### src/obs_pkg.sv
// Shared encodings and widths for the bus observation blocks
// Import into any module that decodes controller PC sources or sizes counters

`default_nettype none

package obs_pkg;

  // --------------------------------------------------------------------------
  // Program-counter source select
  // --------------------------------------------------------------------------

  // Width of the controller's PC mux select
  localparam int unsigned PC_MUX_W = 4;

  // Encoding as driven by the core controller on pc_mux
  // Trap sources sit in the upper half of the code space
  typedef enum logic [PC_MUX_W-1:0] {
    PC_BOOT     = 4'b0000,
    PC_MRET     = 4'b0001,
    PC_DRET     = 4'b0010,
    PC_FENCEI   = 4'b0011,
    PC_JUMP     = 4'b0100,
    PC_BRANCH   = 4'b0101,
    // Synchronous exception taken in writeback
    PC_TRAP_EXC = 4'b1000,
    // Interrupt entry
    PC_TRAP_IRQ = 4'b1001,
    // Debug entry caused by an exception
    PC_TRAP_DBE = 4'b1011,
    // Non-maskable interrupt entry
    PC_TRAP_NMI = 4'b1100
  } pc_mux_e;

  // --------------------------------------------------------------------------
  // Phase monitor sizing
  // --------------------------------------------------------------------------

  // Outstanding address phase counter, counts 0 to 15 and then saturates
  localparam int unsigned OUTST_CNT_W = 4;

endpackage : obs_pkg

`default_nettype wire

### src/obi_phase_monitor.sv
// Passive tracker for one OBI request/response channel
// Flags phases longer than one cycle and counts address phases awaiting response

`timescale 1ns/10ps
`default_nettype none

module obi_phase_monitor #(
  // Counter width, the count saturates at all ones
  parameter int unsigned CntWidth = obs_pkg::OUTST_CNT_W
) (
  input  logic                clk_i,
  input  logic                rst_ni,

  // Observed channel handshake
  input  logic                req_i,
  input  logic                gnt_i,
  input  logic                rvalid_i,
  input  logic                rready_i,

  // Address phase that was not granted in its first cycle
  output logic                addr_ph_cont_o,
  // Response phase that was not accepted in its first cycle
  output logic                resp_ph_cont_o,
  // Accepted address phases still waiting for a response
  output logic [CntWidth-1:0] outst_cnt_o,
  // Response accepted with nothing outstanding
  output logic                orphan_rsp_o
);

  // --------------------------------------------------------------------------
  // Phase decode
  // --------------------------------------------------------------------------

  logic                addr_acc;
  logic                rsp_acc;
  logic                cnt_at_max;
  logic                cnt_at_zero;

  logic                addr_ph_cont_q;
  logic                resp_ph_cont_q;
  logic [CntWidth-1:0] outst_cnt_q;
  logic                orphan_rsp_q;

  // Address phase ends on req and gnt
  assign addr_acc    = req_i & gnt_i;
  // Response phase ends on rvalid and rready
  assign rsp_acc     = rvalid_i & rready_i;

  assign cnt_at_max  = (outst_cnt_q == {CntWidth{1'b1}});
  assign cnt_at_zero = (outst_cnt_q == '0);

  // --------------------------------------------------------------------------
  // Registered indicators
  // --------------------------------------------------------------------------

  always_ff @(posedge clk_i or negedge rst_ni) begin
    if (!rst_ni) begin
      addr_ph_cont_q <= 1'b0;
      resp_ph_cont_q <= 1'b0;
      orphan_rsp_q   <= 1'b0;
    end else begin
      // Request left waiting for a grant
      addr_ph_cont_q <= req_i & ~gnt_i;
      // Response held back by the receiver
      resp_ph_cont_q <= rvalid_i & ~rready_i;
      // Single-cycle pulse, response with no matching request
      orphan_rsp_q   <= rsp_acc & ~addr_acc & cnt_at_zero;
    end
  end

  // Saturating count, simultaneous accept and response leaves it alone
  always_ff @(posedge clk_i or negedge rst_ni) begin
    if (!rst_ni) begin
      outst_cnt_q <= '0;
    end else if (addr_acc && !rsp_acc && !cnt_at_max) begin
      outst_cnt_q <= outst_cnt_q + 1'b1;
    end else if (rsp_acc && !addr_acc && !cnt_at_zero) begin
      outst_cnt_q <= outst_cnt_q - 1'b1;
    end
  end

  assign addr_ph_cont_o = addr_ph_cont_q;
  assign resp_ph_cont_o = resp_ph_cont_q;
  assign outst_cnt_o    = outst_cnt_q;
  assign orphan_rsp_o   = orphan_rsp_q;

  // --------------------------------------------------------------------------
  // Assertions
  // --------------------------------------------------------------------------

  // OBI legality, a grant only answers a pending request
  a_gnt_needs_req : assert property (
    @(posedge clk_i) disable iff (!rst_ni)
    gnt_i |-> req_i
  );

  // Count moves by at most one step between consecutive cycles
  a_cnt_single_step : assert property (
    @(posedge clk_i) disable iff (!rst_ni)
    (int'(outst_cnt_q) - int'($past(outst_cnt_q))) inside {-1, 0, 1}
  );

endmodule : obi_phase_monitor

`default_nettype wire

### src/trap_req_tracker.sv
// Watches for data-bus requests between a writeback trap and the next retirement
// Used when checking exception timing of multi-operation loads and stores

`timescale 1ns/10ps
`default_nettype none

module trap_req_tracker (
  input  logic            clk_i,
  input  logic            rst_ni,

  // Controller PC update
  input  logic            pc_set_i,
  input  obs_pkg::pc_mux_e pc_mux_i,

  // Retirement strobe from the RVFI side
  input  logic            rvfi_valid_i,

  // Data bus address phase handshake
  input  logic            data_req_i,
  input  logic            data_gnt_i,

  // A data request was seen after the trap and before retirement
  output logic            req_after_exception_o
);

  import obs_pkg::*;

  // --------------------------------------------------------------------------
  // State
  // --------------------------------------------------------------------------

  // Data grant seen in the previous cycle
  logic data_gnt_q;
  // Set from trap until the next retirement
  logic exc_active_q;
  logic req_after_exc_q;

  logic trap_taken;
  logic req_after_gnt;

  // Only exception and debug-exception entries count as traps here
  assign trap_taken = pc_set_i && ((pc_mux_i == PC_TRAP_EXC) || (pc_mux_i == PC_TRAP_DBE));

  // New request right after a completed address phase
  assign req_after_gnt = data_req_i & data_gnt_q;

  // --------------------------------------------------------------------------
  // Priority update
  // --------------------------------------------------------------------------

  always_ff @(posedge clk_i or negedge rst_ni) begin
    if (!rst_ni) begin
      data_gnt_q      <= 1'b0;
      exc_active_q    <= 1'b0;
      req_after_exc_q <= 1'b0;
    end else begin
      data_gnt_q <= data_gnt_i;

      if (trap_taken) begin
        // Trap in writeback opens the window
        exc_active_q <= 1'b1;
        if (req_after_gnt) begin
          req_after_exc_q <= 1'b1;
        end
      end else if (rvfi_valid_i) begin
        // Retirement closes the window and clears the flag
        exc_active_q    <= 1'b0;
        req_after_exc_q <= 1'b0;
      end else if (exc_active_q && req_after_gnt) begin
        req_after_exc_q <= 1'b1;
      end
      // Flag holds otherwise
    end
  end

  assign req_after_exception_o = req_after_exc_q;

  // --------------------------------------------------------------------------
  // Assertions
  // --------------------------------------------------------------------------

  // Flag only rises out of an open trap window or the trap cycle itself
  a_flag_needs_trap : assert property (
    @(posedge clk_i) disable iff (!rst_ni)
    $rose(req_after_exc_q) |-> $past(exc_active_q || trap_taken)
  );

endmodule : trap_req_tracker

`default_nettype wire

### src/support_logic.sv
// Top level of the bus observation block, monitors data, instr and abiim channels
// Also tracks data requests after a writeback trap, all outputs are registered

`timescale 1ns/10ps
`default_nettype none

module support_logic (
  input  logic                              clk_i,
  input  logic                              rst_ni,

  // --------------------------------------------------------------------------
  // Data bus
  // --------------------------------------------------------------------------

  input  logic                              data_req_i,
  input  logic                              data_gnt_i,
  input  logic                              data_rvalid_i,
  input  logic                              data_rready_i,
  output logic                              data_addr_ph_cont_o,
  output logic                              data_resp_ph_cont_o,
  output logic [obs_pkg::OUTST_CNT_W-1:0]   data_outst_cnt_o,
  output logic                              data_orphan_rsp_o,

  // --------------------------------------------------------------------------
  // Instruction bus
  // --------------------------------------------------------------------------

  input  logic                              instr_req_i,
  input  logic                              instr_gnt_i,
  input  logic                              instr_rvalid_i,
  input  logic                              instr_rready_i,
  output logic                              instr_addr_ph_cont_o,
  output logic                              instr_resp_ph_cont_o,
  output logic [obs_pkg::OUTST_CNT_W-1:0]   instr_outst_cnt_o,
  output logic                              instr_orphan_rsp_o,

  // --------------------------------------------------------------------------
  // Alignment buffer to instruction-side MPU link
  // --------------------------------------------------------------------------

  input  logic                              abiim_req_i,
  input  logic                              abiim_gnt_i,
  input  logic                              abiim_rvalid_i,
  input  logic                              abiim_rready_i,
  output logic                              abiim_addr_ph_cont_o,
  output logic                              abiim_resp_ph_cont_o,
  output logic [obs_pkg::OUTST_CNT_W-1:0]   abiim_outst_cnt_o,
  output logic                              abiim_orphan_rsp_o,

  // --------------------------------------------------------------------------
  // Controller and retirement
  // --------------------------------------------------------------------------

  // PC update strobe and its source
  input  logic                              pc_set_i,
  input  obs_pkg::pc_mux_e                  pc_mux_i,
  // One instruction retired this cycle
  input  logic                              rvfi_valid_i,
  // Data request seen inside the trap window
  output logic                              req_after_exception_o
);

  import obs_pkg::*;

  // --------------------------------------------------------------------------
  // Channel monitors
  // --------------------------------------------------------------------------

  // Data bus, shared with the trap tracker below
  obi_phase_monitor #(
    .CntWidth       (OUTST_CNT_W)
  ) u_data_mon (
    .clk_i          (clk_i),
    .rst_ni         (rst_ni),
    .req_i          (data_req_i),
    .gnt_i          (data_gnt_i),
    .rvalid_i       (data_rvalid_i),
    .rready_i       (data_rready_i),
    .addr_ph_cont_o (data_addr_ph_cont_o),
    .resp_ph_cont_o (data_resp_ph_cont_o),
    .outst_cnt_o    (data_outst_cnt_o),
    .orphan_rsp_o   (data_orphan_rsp_o)
  );

  // Instruction fetch bus
  obi_phase_monitor #(
    .CntWidth       (OUTST_CNT_W)
  ) u_instr_mon (
    .clk_i          (clk_i),
    .rst_ni         (rst_ni),
    .req_i          (instr_req_i),
    .gnt_i          (instr_gnt_i),
    .rvalid_i       (instr_rvalid_i),
    .rready_i       (instr_rready_i),
    .addr_ph_cont_o (instr_addr_ph_cont_o),
    .resp_ph_cont_o (instr_resp_ph_cont_o),
    .outst_cnt_o    (instr_outst_cnt_o),
    .orphan_rsp_o   (instr_orphan_rsp_o)
  );

  // Internal link between alignment buffer and instruction MPU
  obi_phase_monitor #(
    .CntWidth       (OUTST_CNT_W)
  ) u_abiim_mon (
    .clk_i          (clk_i),
    .rst_ni         (rst_ni),
    .req_i          (abiim_req_i),
    .gnt_i          (abiim_gnt_i),
    .rvalid_i       (abiim_rvalid_i),
    .rready_i       (abiim_rready_i),
    .addr_ph_cont_o (abiim_addr_ph_cont_o),
    .resp_ph_cont_o (abiim_resp_ph_cont_o),
    .outst_cnt_o    (abiim_outst_cnt_o),
    .orphan_rsp_o   (abiim_orphan_rsp_o)
  );

  // --------------------------------------------------------------------------
  // Trap window tracker
  // --------------------------------------------------------------------------

  // Only the data channel address handshake feeds the tracker
  trap_req_tracker u_trap_trk (
    .clk_i                 (clk_i),
    .rst_ni                (rst_ni),
    .pc_set_i              (pc_set_i),
    .pc_mux_i              (pc_mux_i),
    .rvfi_valid_i          (rvfi_valid_i),
    .data_req_i            (data_req_i),
    .data_gnt_i            (data_gnt_i),
    .req_after_exception_o (req_after_exception_o)
  );

endmodule : support_logic

`default_nettype wire

### config.mk
export PLATFORM = sky130hd
export DESIGN_NAME = support_logic
export DESIGN_NICKNAME = d
export VERILOG_FILES = /design/src/obs_pkg.sv /design/src/obi_phase_monitor.sv /design/src/trap_req_tracker.sv /design/src/support_logic.sv
export SDC_FILE = /design/constraint.sdc
export NUM_CORES = 1
export LEC_CHECK = 0
export ABC_AREA = 1
export BUFFER_PORTS_ARGS = -buffer_cell sky130_fd_sc_hd__buf_4
export CAP_MARGIN = 20
export CORE_MARGIN = 1
export CORE_UTILIZATION = 54
export CTS_BUF_LIST = sky130_fd_sc_hd__clkbuf_8
export CTS_CLUSTER_DIAMETER = 150
export DETAILED_ROUTE_END_ITERATION = 7
export PLACE_DENSITY = 0.83
export SYNTH_ARGS = -nofsm -noshare
export SYNTH_HDL_FRONTEND = slang
export SYNTH_HIERARCHICAL = 1
export SYNTH_SLANG_ARGS = --single-unit
### constraint.sdc
create_clock -name clk_i -period 1.9 [get_ports clk_i]
set_input_delay 0.285 -clock clk_i [delete_from_list [all_inputs] [get_ports clk_i]]
set_output_delay 0.285 -clock clk_i [all_outputs]
set_load 0.1 [all_outputs]
==> flow_metrics.env, run 1 <==
export IMPL_pin_count=42
export IMPL_drt_first_iter_violations=33
export IMPL_drt_pass1_iterations=4
export IMPL_clockRootBuffer="clkbuf_8"
export IMPL_cts_sinks=24
export IMPL_wl_per_cell_um=12.37
export IMPL_placementRows=18
export IMPL_clkLatencyLatePin_ns=0.26
export IMPL_path_class="reg -> reg"
export IMPL_vias=1346
export IMPL_die_w_um=54.86
export IMPL_r2r_slack_ns=0.08
export IMPL_drc=0
export IMPL_grt_pass1_vias=1235
export IMPL_grt_max_degree=25
export IMPL_io_buffers=41
export IMPL_final_max_slew_viol_count=0
export IMPL_r2r_cells=11
export IMPL_yosys_area_top_type="dfrtp_1"
export IMPL_synth_top_family_by_area="simple AND/OR/NAND/NOR gates"
export IMPL_synthTopCellsByCount="49 x nand2_1, 27 x nor2_1, 24 x dfrtp_1"
export IMPL_dpl_worst_slack_ns=0.03675
export IMPL_drive_above_1_share_pct=37.97
export IMPL_grt_first_pass_wirelength_um=5216
export IMPL_routabilityCongestion=0.8077
export IMPL_synth_edf_count=0
export IMPL_synth_simple_area_share_pct=39.55
export IMPL_netlist_area_um2=1509
export IMPL_fin_skew_ns=0.0004121
export IMPL_synth_compound_area_share_pct=1.990
export IMPL_synthArstFlopShare_pct=100.0
export IMPL_syn_inst=191
export IMPL_core_um2=2567
export IMPL_start_kind="flip-flop"
export IMPL_synth_nets=220
export IMPL_status="finished clean"
export IMPL_rr_endpoint="u_abiim_mon/outst_cnt_o[3]$_DFFE_PN0P_"
export IMPL_setup_tns_ns=0
export IMPL_htreeDepth=1
export IMPL_slew_headroom_pct=80.02
export IMPL_grt_usage_pct=24.43
export IMPL_antenna_found_initial=0
export IMPL_clkTransAtPathRegs_ns=0.08
export IMPL_critPathMaxStageDelay_ns=0.53
export IMPL_min_period_ns=1.825
export IMPL_yosysMostFrequentCell="nand2_1"
export IMPL_grt_overflow=0
export IMPL_synthAdderAreaFrac_pct=8.955
export IMPL_path_depth=11
export IMPL_ir_worst_vdd_mv=1.803
export IMPL_syn_to_final_growth_pct=32.17
export IMPL_design_area_um2=1994
export IMPL_startpoint="u_abiim_mon/outst_cnt_o[0]$_DFFE_PN0P_"
export IMPL_synth_seq_area_share_pct=39.80
export IMPL_cpMaxStageDelayCell="dfrtp_4"
export IMPL_tightestPinTransition_ns=0.2997
export IMPL_synth_warnings=6
export IMPL_drv_cap=0
export IMPL_crit_end="u_abiim_mon/outst_cnt_o[3]$_DFFE_PN0P_"
export IMPL_crit_path_end_kind="flip-flop"
export IMPL_placed_area_um2=1892
export IMPL_synth_distinct_cells=18
export IMPL_setup_violations=0
export IMPL_synthTopCellsByArea="dfrtp_1 40%, nand2_1 12%, nand2_2 7.0%, nor2_1 6.7%, inv_1 5.5%"
export IMPL_die_h_um=54.86
export IMPL_muxShareOfSynthArea_pct=0
export IMPL_path_delay_family="simple AND/OR/NAND/NOR gates"
export IMPL_cp_num_buf_inv=1
export IMPL_final_hold_viol_count=0
export IMPL_hold_class="in -> reg"
export IMPL_required_ns=2.05
export IMPL_dpl_hpwl_um=2526
export IMPL_critPathArrivalTime_ns=1.98
export IMPL_diodes=0
export IMPL_power_density_nw_per_um2=1821
export IMPL_p_leak_nw=1.054
export IMPL_crit_top_cell="nand2_1"
export IMPL_crit_fanout=7
export IMPL_r2r_start="u_abiim_mon/outst_cnt_o[0]$_DFFE_PN0P_"
export IMPL_fin_nets=267
export IMPL_ys_ff_latch=24
export IMPL_path_cells="nand2_2 > clkinv_1 > nand2_2 > nand2_4 > ha_4 > or2_0 > nand2_1 > nand2_1 > nand3_2 > nand2_1 > nand2_1"
export IMPL_ant_nets=0
export IMPL_synth_top_area_share_pct=39.80
export IMPL_whs_ns=0.1544
export IMPL_cts_path_max_buffers=2
export IMPL_cts_buffers=3
export IMPL_timing_final_ws_setup_ns=0.07550
export IMPL_period_share_pct=96.03
export IMPL_via_per_inst=5.041
export IMPL_syn_avg_cell_area_um2=7.900
export IMPL_wl_um=3302
export IMPL_fmax_mhz=548.1
export IMPL_start_util_pct=58.77
export IMPL_synthFlopType="dfrtp_1"
export IMPL_cts_setup_buffers=0
export IMPL_die_area_um2=3010
export IMPL_synth_xor_area_share_pct=3.483
export IMPL_cts_tree="done"
## flip-flops by register name, indices dropped and copies added, names as in the netlist
signal,cells
u_abiim_mon/outst_cnt_o,4
u_data_mon/resp_ph_cont_o,1
u_trap_trk/data_gnt_q,1
u_instr_mon/outst_cnt_o,4
u_data_mon/orphan_rsp_o,1
u_data_mon/addr_ph_cont_o,1
u_trap_trk/exc_active_q,1
u_instr_mon/resp_ph_cont_o,1
u_abiim_mon/addr_ph_cont_o,1
u_abiim_mon/resp_ph_cont_o,1
u_trap_trk/req_after_exception_o,1
u_abiim_mon/orphan_rsp_o,1
u_instr_mon/addr_ph_cont_o,1
u_data_mon/outst_cnt_o,4
u_instr_mon/orphan_rsp_o,1
## metal layers
metal  vias to the layer above  track usage [%]  wire [um]
met4                         0            8.974         30
met1                       625            29.39       1373
met2                        44            43.98       1730
met5                         -                0          0
li1                        671                -          -
met3                         6            2.778        167
## stage by stage
stage	cells	util [%]	power, mW
final	267	77.68	3.632
after detailed placement	262	73.68	3.201
after CTS	267	76.22	3.547
after global placement	262	73.68	3.107
after global routing	267	77.68	3.868
after floorplan	191	-	2.717
## cells in the final DEF, fill, tap and decap left out
cell type      count
nand2_2           17
nor2_2             4
dfrtp_4            9
clkbuf_8           4
xor2_1             3
nand2_1           49
ha_1               3
nand3_1            6
or2_0              3
ha_4               3
clkinv_1           3
buf_4             41
nor2_1            27
nor3_1             3
xnor2_1            3
nand3_2            3
nand2_4            6
dlygate4sd3_1      1
dfrtp_1           12
a21oi_1            6
dfrtp_2            3
fa_1               3
inv_1             22
nand4_1            3
## cell families after synthesis
group                    after synthesis
AND/OR/NAND/NOR                      121
buffers and inverters                 25
flip-flops                            24
adder cells (fa/ha/maj)                9
AO/OA/AOI/OAI                          6
XOR/XNOR                               6
## worst min-delay path by stage
stage / from / endpoint / slack, ns / depth (start not counted)
after floorplan: rst_ni / u_abiim_mon/addr_ph_cont_o$_DFF_PN0_ / -0.01 / 0
after global placement: rst_ni / u_abiim_mon/outst_cnt_o[3]$_DFFE_PN0P_ / 0.20 / 1
after detailed placement: rst_ni / u_abiim_mon/outst_cnt_o[3]$_DFFE_PN0P_ / 0.20 / 1
after CTS: data_gnt_i / u_trap_trk/data_gnt_q$_DFF_PN0_ / 0.15 / 1
after global routing: data_gnt_i / u_trap_trk/data_gnt_q$_DFF_PN0_ / 0.15 / 1
final: data_gnt_i / u_trap_trk/data_gnt_q$_DFF_PN0_ / 0.15 / 1
## worst register-to-register path, delay by kind of cell, from the launching register on
kind                       cells  cell delay (ns)
and+or+nand+nor                9             0.80
DFF                            1             0.53
adders and majority gates      1             0.31
buffers and inverters          1             0.07
## area by class of cell
type	count	area, um^2
repair buffers	42	317.8
flip-flops and latches	24	638.1
fillers	186	573.1
well taps	30	37.54
inverters	25	93.84
clock buffers	4	55.05
multi-input cells	142	852.1
## report_power, final
part	internal, mW	total (mW)	switching [mW]
Clock	0.185	0.340	0.155
Sequential	0.724	0.989	0.265
Combinational	0.655	2.30	1.65
Total	1.56	3.63	2.07
## timing repair
action | 4_1_cts | 5_1_grt
endpoints found under the setup margin | 0 | 3
hold buffers | 1 | 0
hold endpoints to repair | 24 | 0
resized for setup | 0 | 3
Power figures use the tool's default switching activity.
==> run 2, diff against run 1 <==
--- a/config.mk
+++ b/config.mk
@@ -8,12 +8,13 @@
 export ABC_AREA = 1
 export BUFFER_PORTS_ARGS = -buffer_cell sky130_fd_sc_hd__buf_4
 export CAP_MARGIN = 20
-export CORE_MARGIN = 1
-export CORE_UTILIZATION = 54
+export CORE_ASPECT_RATIO = 1.5
+export CORE_MARGIN = 4
+export CORE_UTILIZATION = 35
 export CTS_BUF_LIST = sky130_fd_sc_hd__clkbuf_8
 export CTS_CLUSTER_DIAMETER = 150
 export DETAILED_ROUTE_END_ITERATION = 7
-export PLACE_DENSITY = 0.83
+export PLACE_DENSITY = 0.58
 export SYNTH_ARGS = -nofsm -noshare
 export SYNTH_HDL_FRONTEND = slang
 export SYNTH_HIERARCHICAL = 1
==> run 2 against run 1 <==
  * Global-route usage shrank 13 points
  * Combinational power hardly changed
  * Fmax is 2.3% higher
  * Critical path depth down 1
  * Routed wire length fell by 10%
  * Die area rose by 81%
  * Critical endpoint is now u_data_mon/outst_cnt_o[3]$_DFFE_PN0P_
==> flow_metrics.env, run 2 (synthesis gave the netlist of run 1 again) <==
export IMPL_status="finished clean"
export IMPL_dpl_worst_slack_ns=0.1243
export IMPL_final_max_slew_viol_count=0
export IMPL_cts_sinks=24
export IMPL_crit_end="u_data_mon/outst_cnt_o[3]$_DFFE_PN0P_"
export IMPL_dpl_hpwl_um=2350
export IMPL_grt_first_pass_wirelength_um=4947
export IMPL_grt_pass1_vias=1227
export IMPL_antenna_found_initial=0
export IMPL_p_comb_share_pct=64.3
export IMPL_core_um2=4209
export IMPL_htreeDepth=1
export IMPL_vias=1260
export IMPL_die_h_um=88.42
export IMPL_r2r_slack_ns=0.12
export IMPL_path_class="reg -> reg"
export IMPL_routabilityCongestion=0.7913
export IMPL_timing_final_ws_setup_ns=0.1172
export IMPL_io_buffers=41
export IMPL_p_int_mw=1.549
export IMPL_cts_buffers=3
export IMPL_drc=0
export IMPL_r2r_cells=10
export IMPL_fmax_mhz=560.9
export IMPL_drt_first_iter_violations=30
export IMPL_drv_cap=0
export IMPL_tightestPinTransition_ns=0.3171
export IMPL_wl_per_cell_um=10.40
export IMPL_ant_nets=0
export IMPL_startpoint="u_data_mon/outst_cnt_o[2]$_DFFE_PN0P_"
export IMPL_finish_utilization_pct=47.62
export IMPL_wl_um=2965
export IMPL_rsz0062_at_grt="no"
export IMPL_pwr_share_clk_pct=9.7
export IMPL_seq_power_share_pct=26.0
export IMPL_min_period_ns=1.783
export IMPL_crit_fanout=6
export IMPL_slew_headroom_pct=78.86
export IMPL_r2r_start="u_data_mon/outst_cnt_o[2]$_DFFE_PN0P_"
export IMPL_clkTransAtPathRegs_ns=0.08
export IMPL_ir_worst_vdd_mv=1.280
export IMPL_period_share_pct=93.83
export IMPL_p_leak_nw=1.062
export IMPL_die_area_um2=5447
export IMPL_drive_above_1_share_pct=37.66
export IMPL_cts_tree="done"
export IMPL_syn_to_final_growth_pct=32.84
export IMPL_setup_tns_ns=0
export IMPL_fin_nets=269
export IMPL_via_per_inst=4.421
export IMPL_switching_share_pct=56.20
export IMPL_placementRows=29
export IMPL_power_density_nw_per_um2=1765
export IMPL_final_hold_viol_count=0
export IMPL_clkLatencyLatePin_ns=0.26
export IMPL_p_switching_mw=1.988
export IMPL_drt_pass1_iterations=4
export IMPL_diodes=0
export IMPL_final_common_cell="nand2_1"
export IMPL_clockRootBuffer="clkbuf_8"
export IMPL_cts_path_max_buffers=2
export IMPL_start_util_pct=35.85
export IMPL_crit_path_end_kind="flip-flop"
export IMPL_pin_count=42
export IMPL_layout_common_cells="49 x nand2_1, 43 x buf_4, 27 x nor2_1, 22 x inv_1, 17 x nand2_2"
export IMPL_hold_class="in -> reg"
export IMPL_required_ns=2.05
export IMPL_critPathArrivalTime_ns=1.93
export IMPL_grt_usage_pct=11.86
export IMPL_grt_max_degree=25
export IMPL_fin_skew_ns=0.008650
export IMPL_grt_overflow=0
export IMPL_die_w_um=61.61
export IMPL_rr_endpoint="u_data_mon/outst_cnt_o[3]$_DFFE_PN0P_"
export IMPL_start_kind="flip-flop"
export IMPL_setup_violations=0
run 2: cell types whose count changed in the layout (fill, tap and decap cells not counted):
cell,change
ha_4,-2
ha_1,+2
buf_4,+2
run 2: critical path, stage by stage (launching register included):
cell and delay (ns):
dfrtp_4 0.50, nand2_1 0.10, inv_1 0.06, nand2_2 0.08, nand2_4 0.08, ha_1 0.34
or2_0 0.23, nand2_1 0.07, nand2_1 0.08, nand4_1 0.08, nand2_1 0.05
run 2: power by group through the flow:
stage	registers, mW	clock network, mW	logic, mW
global route	0.955	0.379	2.48
global placement	0.951	0	2.23
floorplan	1.94	0	0.774
CTS	0.940	0.362	2.24
finish	0.920	0.342	2.28
detailed placement	0.948	0	2.23
run 2: layout make-up:
| class | instances | area, um^2 |
|---|---|---|
| Clock buffer | 4 | 55.05 |
| Tap cell | 46 | 57.56 |
| Inverter | 25 | 93.84 |
| Sequential cell | 24 | 638.1 |
| Fill cell | 452 | 2205 |
| Multi-Input combinational cell | 142 | 827.0 |
| Timing Repair Buffer | 44 | 332.8 |
run 2: per-layer routing:
| layer | GRT usage (%) | up-vias | wire length (um) |
|---|---|---|---|
| li1 | - | 674 | - |
| met1 | 14.55 | 565 | 1259 |
| met2 | 20.59 | 19 | 1547 |
| met3 | 1.314 | 2 | 119 |
| met4 | 4.633 | 0 | 39 |
| met5 | 0 | - | 0 |
run 2: what timing repair did:
item,CTS,global route
endpoints found under the hold margin,24,0
hold buffers,1,0
endpoints found under the setup margin,0,2
buffers inserted,0,1
gates resized for setup,0,1
run 2: stage by stage:
| stage | total power, mW | cells | instance area [um^2] | hold slack [ns] |
|---|---|---|---|---|
| final | 3.538 | 285 | 2004 | 0.1489 |
| after global routing | 3.817 | 285 | 2004 | 0.1402 |
| after CTS | 3.539 | 284 | 1984 | 0.1407 |
| after detailed placement | 3.181 | 279 | 1919 | 0.2098 |
| after global placement | 3.179 | 279 | 1919 | 0.2070 |
| after floorplan | 2.717 | 191 | 1546 | -0.01059 |
run 2: how the worst min path moves through the flow:
stage | cells past startpoint | start | end
after global routing | 1 | data_gnt_i | u_trap_trk/data_gnt_q$_DFF_PN0_
after floorplan | 0 | rst_ni | u_abiim_mon/addr_ph_cont_o$_DFF_PN0_
after detailed placement | 1 | rst_ni | u_abiim_mon/addr_ph_cont_o$_DFF_PN0_
after global placement | 1 | rst_ni | u_abiim_mon/addr_ph_cont_o$_DFF_PN0_
final | 1 | data_gnt_i | u_trap_trk/data_gnt_q$_DFF_PN0_
after CTS | 1 | data_gnt_i | u_trap_trk/data_gnt_q$_DFF_PN0_
==> run 3, diff against run 2 <==
--- a/config.mk
+++ b/config.mk
@@ -14,8 +14,8 @@
 export CTS_BUF_LIST = sky130_fd_sc_hd__clkbuf_8
 export CTS_CLUSTER_DIAMETER = 150
 export DETAILED_ROUTE_END_ITERATION = 7
-export PLACE_DENSITY = 0.58
+export PLACE_DENSITY = 0.59
 export SYNTH_ARGS = -nofsm -noshare
 export SYNTH_HDL_FRONTEND = slang
-export SYNTH_HIERARCHICAL = 1
 export SYNTH_SLANG_ARGS = --single-unit
+export TNS_END_PERCENT = 10
==> run 3 against run 2 <==
  * Clock power increased by 31%
  * Design area down 5.7%
  * Synthesized cell count down 14%
  * Largest power group unchanged
  * Sequential share of layout area rose by 1.1 points
  * Critical endpoint is now u_instr_mon.outst_cnt_o[3]$_DFFE_PN0P_
  * Total power decreased by 1.9%
  * Largest cell class unchanged
  * Global-route usage grew 0.88 points
  * Clock skew fell by 0.0052 ns
  * Count of clock-buffer cells in the layout decreased by 1
==> flow_metrics.env, run 3 <==
export IMPL_hold_class="in -> reg"
export IMPL_path_class="reg -> reg"
export IMPL_yosys_area_top_type="dfrtp_1"
export IMPL_wl_um=2964
export IMPL_ir_worst_vdd_mv=1.303
export IMPL_design_area_um2=1889
export IMPL_final_hold_viol_count=0
export IMPL_vias=1169
export IMPL_drc=0
export IMPL_cts_setup_buffers=0
export IMPL_synth_distinct_cells=21
export IMPL_grt_first_pass_wirelength_um=5071
export IMPL_placementRows=27
export IMPL_grt_usage_pct=12.74
export IMPL_core_um2=3750
export IMPL_finish_utilization_pct=50.38
export IMPL_drt_first_iter_violations=43
export IMPL_synth_warnings=0
export IMPL_layout_common_cells="44 x buf_4, 36 x nand2_1, 20 x inv_1, 19 x nor2_1, 13 x nand3_1"
export IMPL_pin_count=42
export IMPL_antenna_found_initial=0
export IMPL_drv_cap=0
export IMPL_period_share_pct=93.50
export IMPL_multiInputGateArea_um2=710.7
export IMPL_synth_nets=193
export IMPL_slew_headroom_pct=78.83
export IMPL_cts_tree="done"
export IMPL_grt_overflow=0
export IMPL_register_area_um2=623.1
export IMPL_cp_num_buf_inv=1
export IMPL_synth_seq_area_share_pct=43.64
export IMPL_drive_above_1_share_pct=41.31
export IMPL_netlist_area_um2=1376
export IMPL_fin_skew_ns=0.003449
export IMPL_min_period_ns=1.776
export IMPL_syn_avg_cell_area_um2=8.392
export IMPL_fill_cells=350
export IMPL_synthArstFlopShare_pct=100.0
export IMPL_routabilityCongestion=0.8397
export IMPL_path_depth=11
export IMPL_wl_per_cell_um=11.58
export IMPL_final_common_cell="buf_4"
export IMPL_cts_path_max_buffers=2
export IMPL_yosysMostFrequentCell="nand2_1"
export IMPL_drt_pass1_iterations=4
export IMPL_dpl_hpwl_um=2394
export IMPL_place_inst=251
export IMPL_die_area_um2=5020
export IMPL_rr_endpoint="u_instr_mon.outst_cnt_o[3]$_DFFE_PN0P_"
export IMPL_syn_inst=164
export IMPL_cts_buffers=3
export IMPL_whs_ns=0.1464
export IMPL_cts_sinks=24
export IMPL_final_cells=256
export IMPL_die_w_um=59.20
export IMPL_synthTopCellsByArea="dfrtp_1 44%, nand2_1 9.8%, nor2_1 5.7%, ha_1 5.5%, inv_1 5.5%"
export IMPL_path_delay_family="simple AND/OR/NAND/NOR gates"
export IMPL_clockRootBuffer="clkbuf_8"
export IMPL_final_max_slew_viol_count=0
export IMPL_r2r_cells=11
export IMPL_r2r_start="u_instr_mon.outst_cnt_o[1]$_DFFE_PN0P_"
export IMPL_critPathMaxStageDelay_ns=0.52
export IMPL_start_util_pct=36.70
export IMPL_r2r_slack_ns=0.12
export IMPL_synth_top_area_share_pct=43.64
export IMPL_power_density_nw_per_um2=1837
export IMPL_path_cells="nand2_1 > nor2_1 > nor2_2 > inv_2 > ha_1 > a21oi_2 > nand2_1 > nand2_1 > nand2_1 > nand2_1 > nand2_1"
export IMPL_ant_nets=0
export IMPL_dpl_worst_slack_ns=0.06133
export IMPL_htreeDepth=1
export IMPL_diodes=0
export IMPL_synth_edf_count=0
export IMPL_crit_fanout=6
export IMPL_via_per_inst=4.566
export IMPL_tightestPinTransition_ns=0.3175
export IMPL_critPathArrivalTime_ns=1.94
export IMPL_cpMaxStageDelayCell="dfrtp_4"
export IMPL_syn_to_final_growth_pct=37.27
export IMPL_status="finished clean"
export IMPL_timing_final_ws_setup_ns=0.1235
export IMPL_fin_nets=243
export IMPL_synthTopCellsByCount="36 x nand2_1, 24 x dfrtp_1, 21 x nor2_1"
export IMPL_p_leak_nw=0.9722
export IMPL_placed_area_um2=1783
export IMPL_start_kind="flip-flop"
export IMPL_clkLatencyLatePin_ns=0.26
export IMPL_crit_path_end_kind="flip-flop"
export IMPL_crit_end="u_instr_mon.outst_cnt_o[3]$_DFFE_PN0P_"
export IMPL_grt_pass1_vias=1196
export IMPL_io_buffers=41
export IMPL_startpoint="u_instr_mon.outst_cnt_o[1]$_DFFE_PN0P_"
export IMPL_synthFlopType="dfrtp_1"
export IMPL_rsz0062_at_grt="no"
export IMPL_crit_top_cell="nand2_1"
export IMPL_clkTransAtPathRegs_ns=0.09
export IMPL_fmax_mhz=562.9
export IMPL_required_ns=2.07
export IMPL_setup_violations=0
export IMPL_grt_max_degree=25
export IMPL_die_h_um=84.80
export IMPL_ys_ff_latch=24
## run 3: cell count changes after synthesis, moves of 3 or more
cell,before,now
inv_2,0,3
nand2_1,49,36
nand2_2,17,8
nand3_1,6,13
nor2_1,27,21
or2_0,3,0
## run 3: where the power goes
part,internal (mW),switching [mW],total (mW)
combinational,0.578,1.55,2.13
clock,0.282,0.168,0.449
sequential,0.694,0.197,0.891
## run 3: metal layers
layer / wire [um] / global-route usage [%] / vias up
met5: 0 / 0 / -
met4: 22 / 4.330 / 0
met3: 119 / 2.154 / 2
met2: 1613 / 23.18 / 21
met1: 1209 / 14.29 / 542
li1: - / - / 604
## run 3: repair_timing
action                                  4_1_cts  5_1_grt
resized for setup                             0        5
hold buffers                                  1        0
endpoints found under the setup margin        0        3
endpoints found under the hold margin        24        0
## run 3: worst min-delay path by stage
stage | startpoint | to | slack [ns] | cells past startpoint
after CTS | data_gnt_i | u_trap_trk.data_gnt_q$_DFF_PN0_ | 0.14 | 1
after floorplan | rst_ni | u_abiim_mon.addr_ph_cont_o$_DFF_PN0_ | -0.01 | 0
after global routing | data_gnt_i | u_trap_trk.data_gnt_q$_DFF_PN0_ | 0.14 | 1
after detailed placement | rst_ni | u_abiim_mon.outst_cnt_o[3]$_DFFE_PN0P_ | 0.21 | 1
final | data_gnt_i | u_trap_trk.data_gnt_q$_DFF_PN0_ | 0.15 | 1
after global placement | rst_ni | u_abiim_mon.outst_cnt_o[0]$_DFFE_PN0P_ | 0.21 | 1
## run 3: area by class of cell
| type | count | area share [%] |
|---|---|---|
| inverters | 24 | 4.768 |
| flip-flops and latches | 24 | 32.98 |
| multi-input cells | 116 | 37.62 |
| clock buffers | 3 | 2.185 |
| repair buffers | 45 | 18.01 |
| clock inverters | 1 | 1.589 |
| well taps | 43 | 2.848 |
## run 3: logic make-up (layout without fill, tap and decap cells)
kind of cell | count (synthesis) | in the layout | synth area share, %
AO/OA/AOI/OAI | 8 | 8 | 3.454
XOR/XNOR | 6 | 6 | 3.819
adder cells (fa/ha/maj) | 9 | 9 | 9.818
buffers and inverters | 24 | 73 | 6.545
flip-flops | 24 | 24 | 43.64
AND/OR/NAND/NOR | 93 | 93 | 32.73
## run 3: worst reg2reg max path, stage by stage, from the launching register on
cell and delay (ns):
dfrtp_4 0.52, nand2_1 0.08, nor2_1 0.05, nor2_2 0.13, inv_2 0.09, ha_1 0.34, a21oi_2 0.18, nand2_1 0.06
nand2_1 0.08, nand2_1 0.05, nand2_1 0.05, nand2_1 0.04
## run 3: through the flow
stage	total power [mW]	setup TNS, ns
floorplan	2.507	-0.01024
global placement	2.946	0
detailed placement	2.994	0
CTS	3.459	0
global route	3.692	0
finish	3.472	0
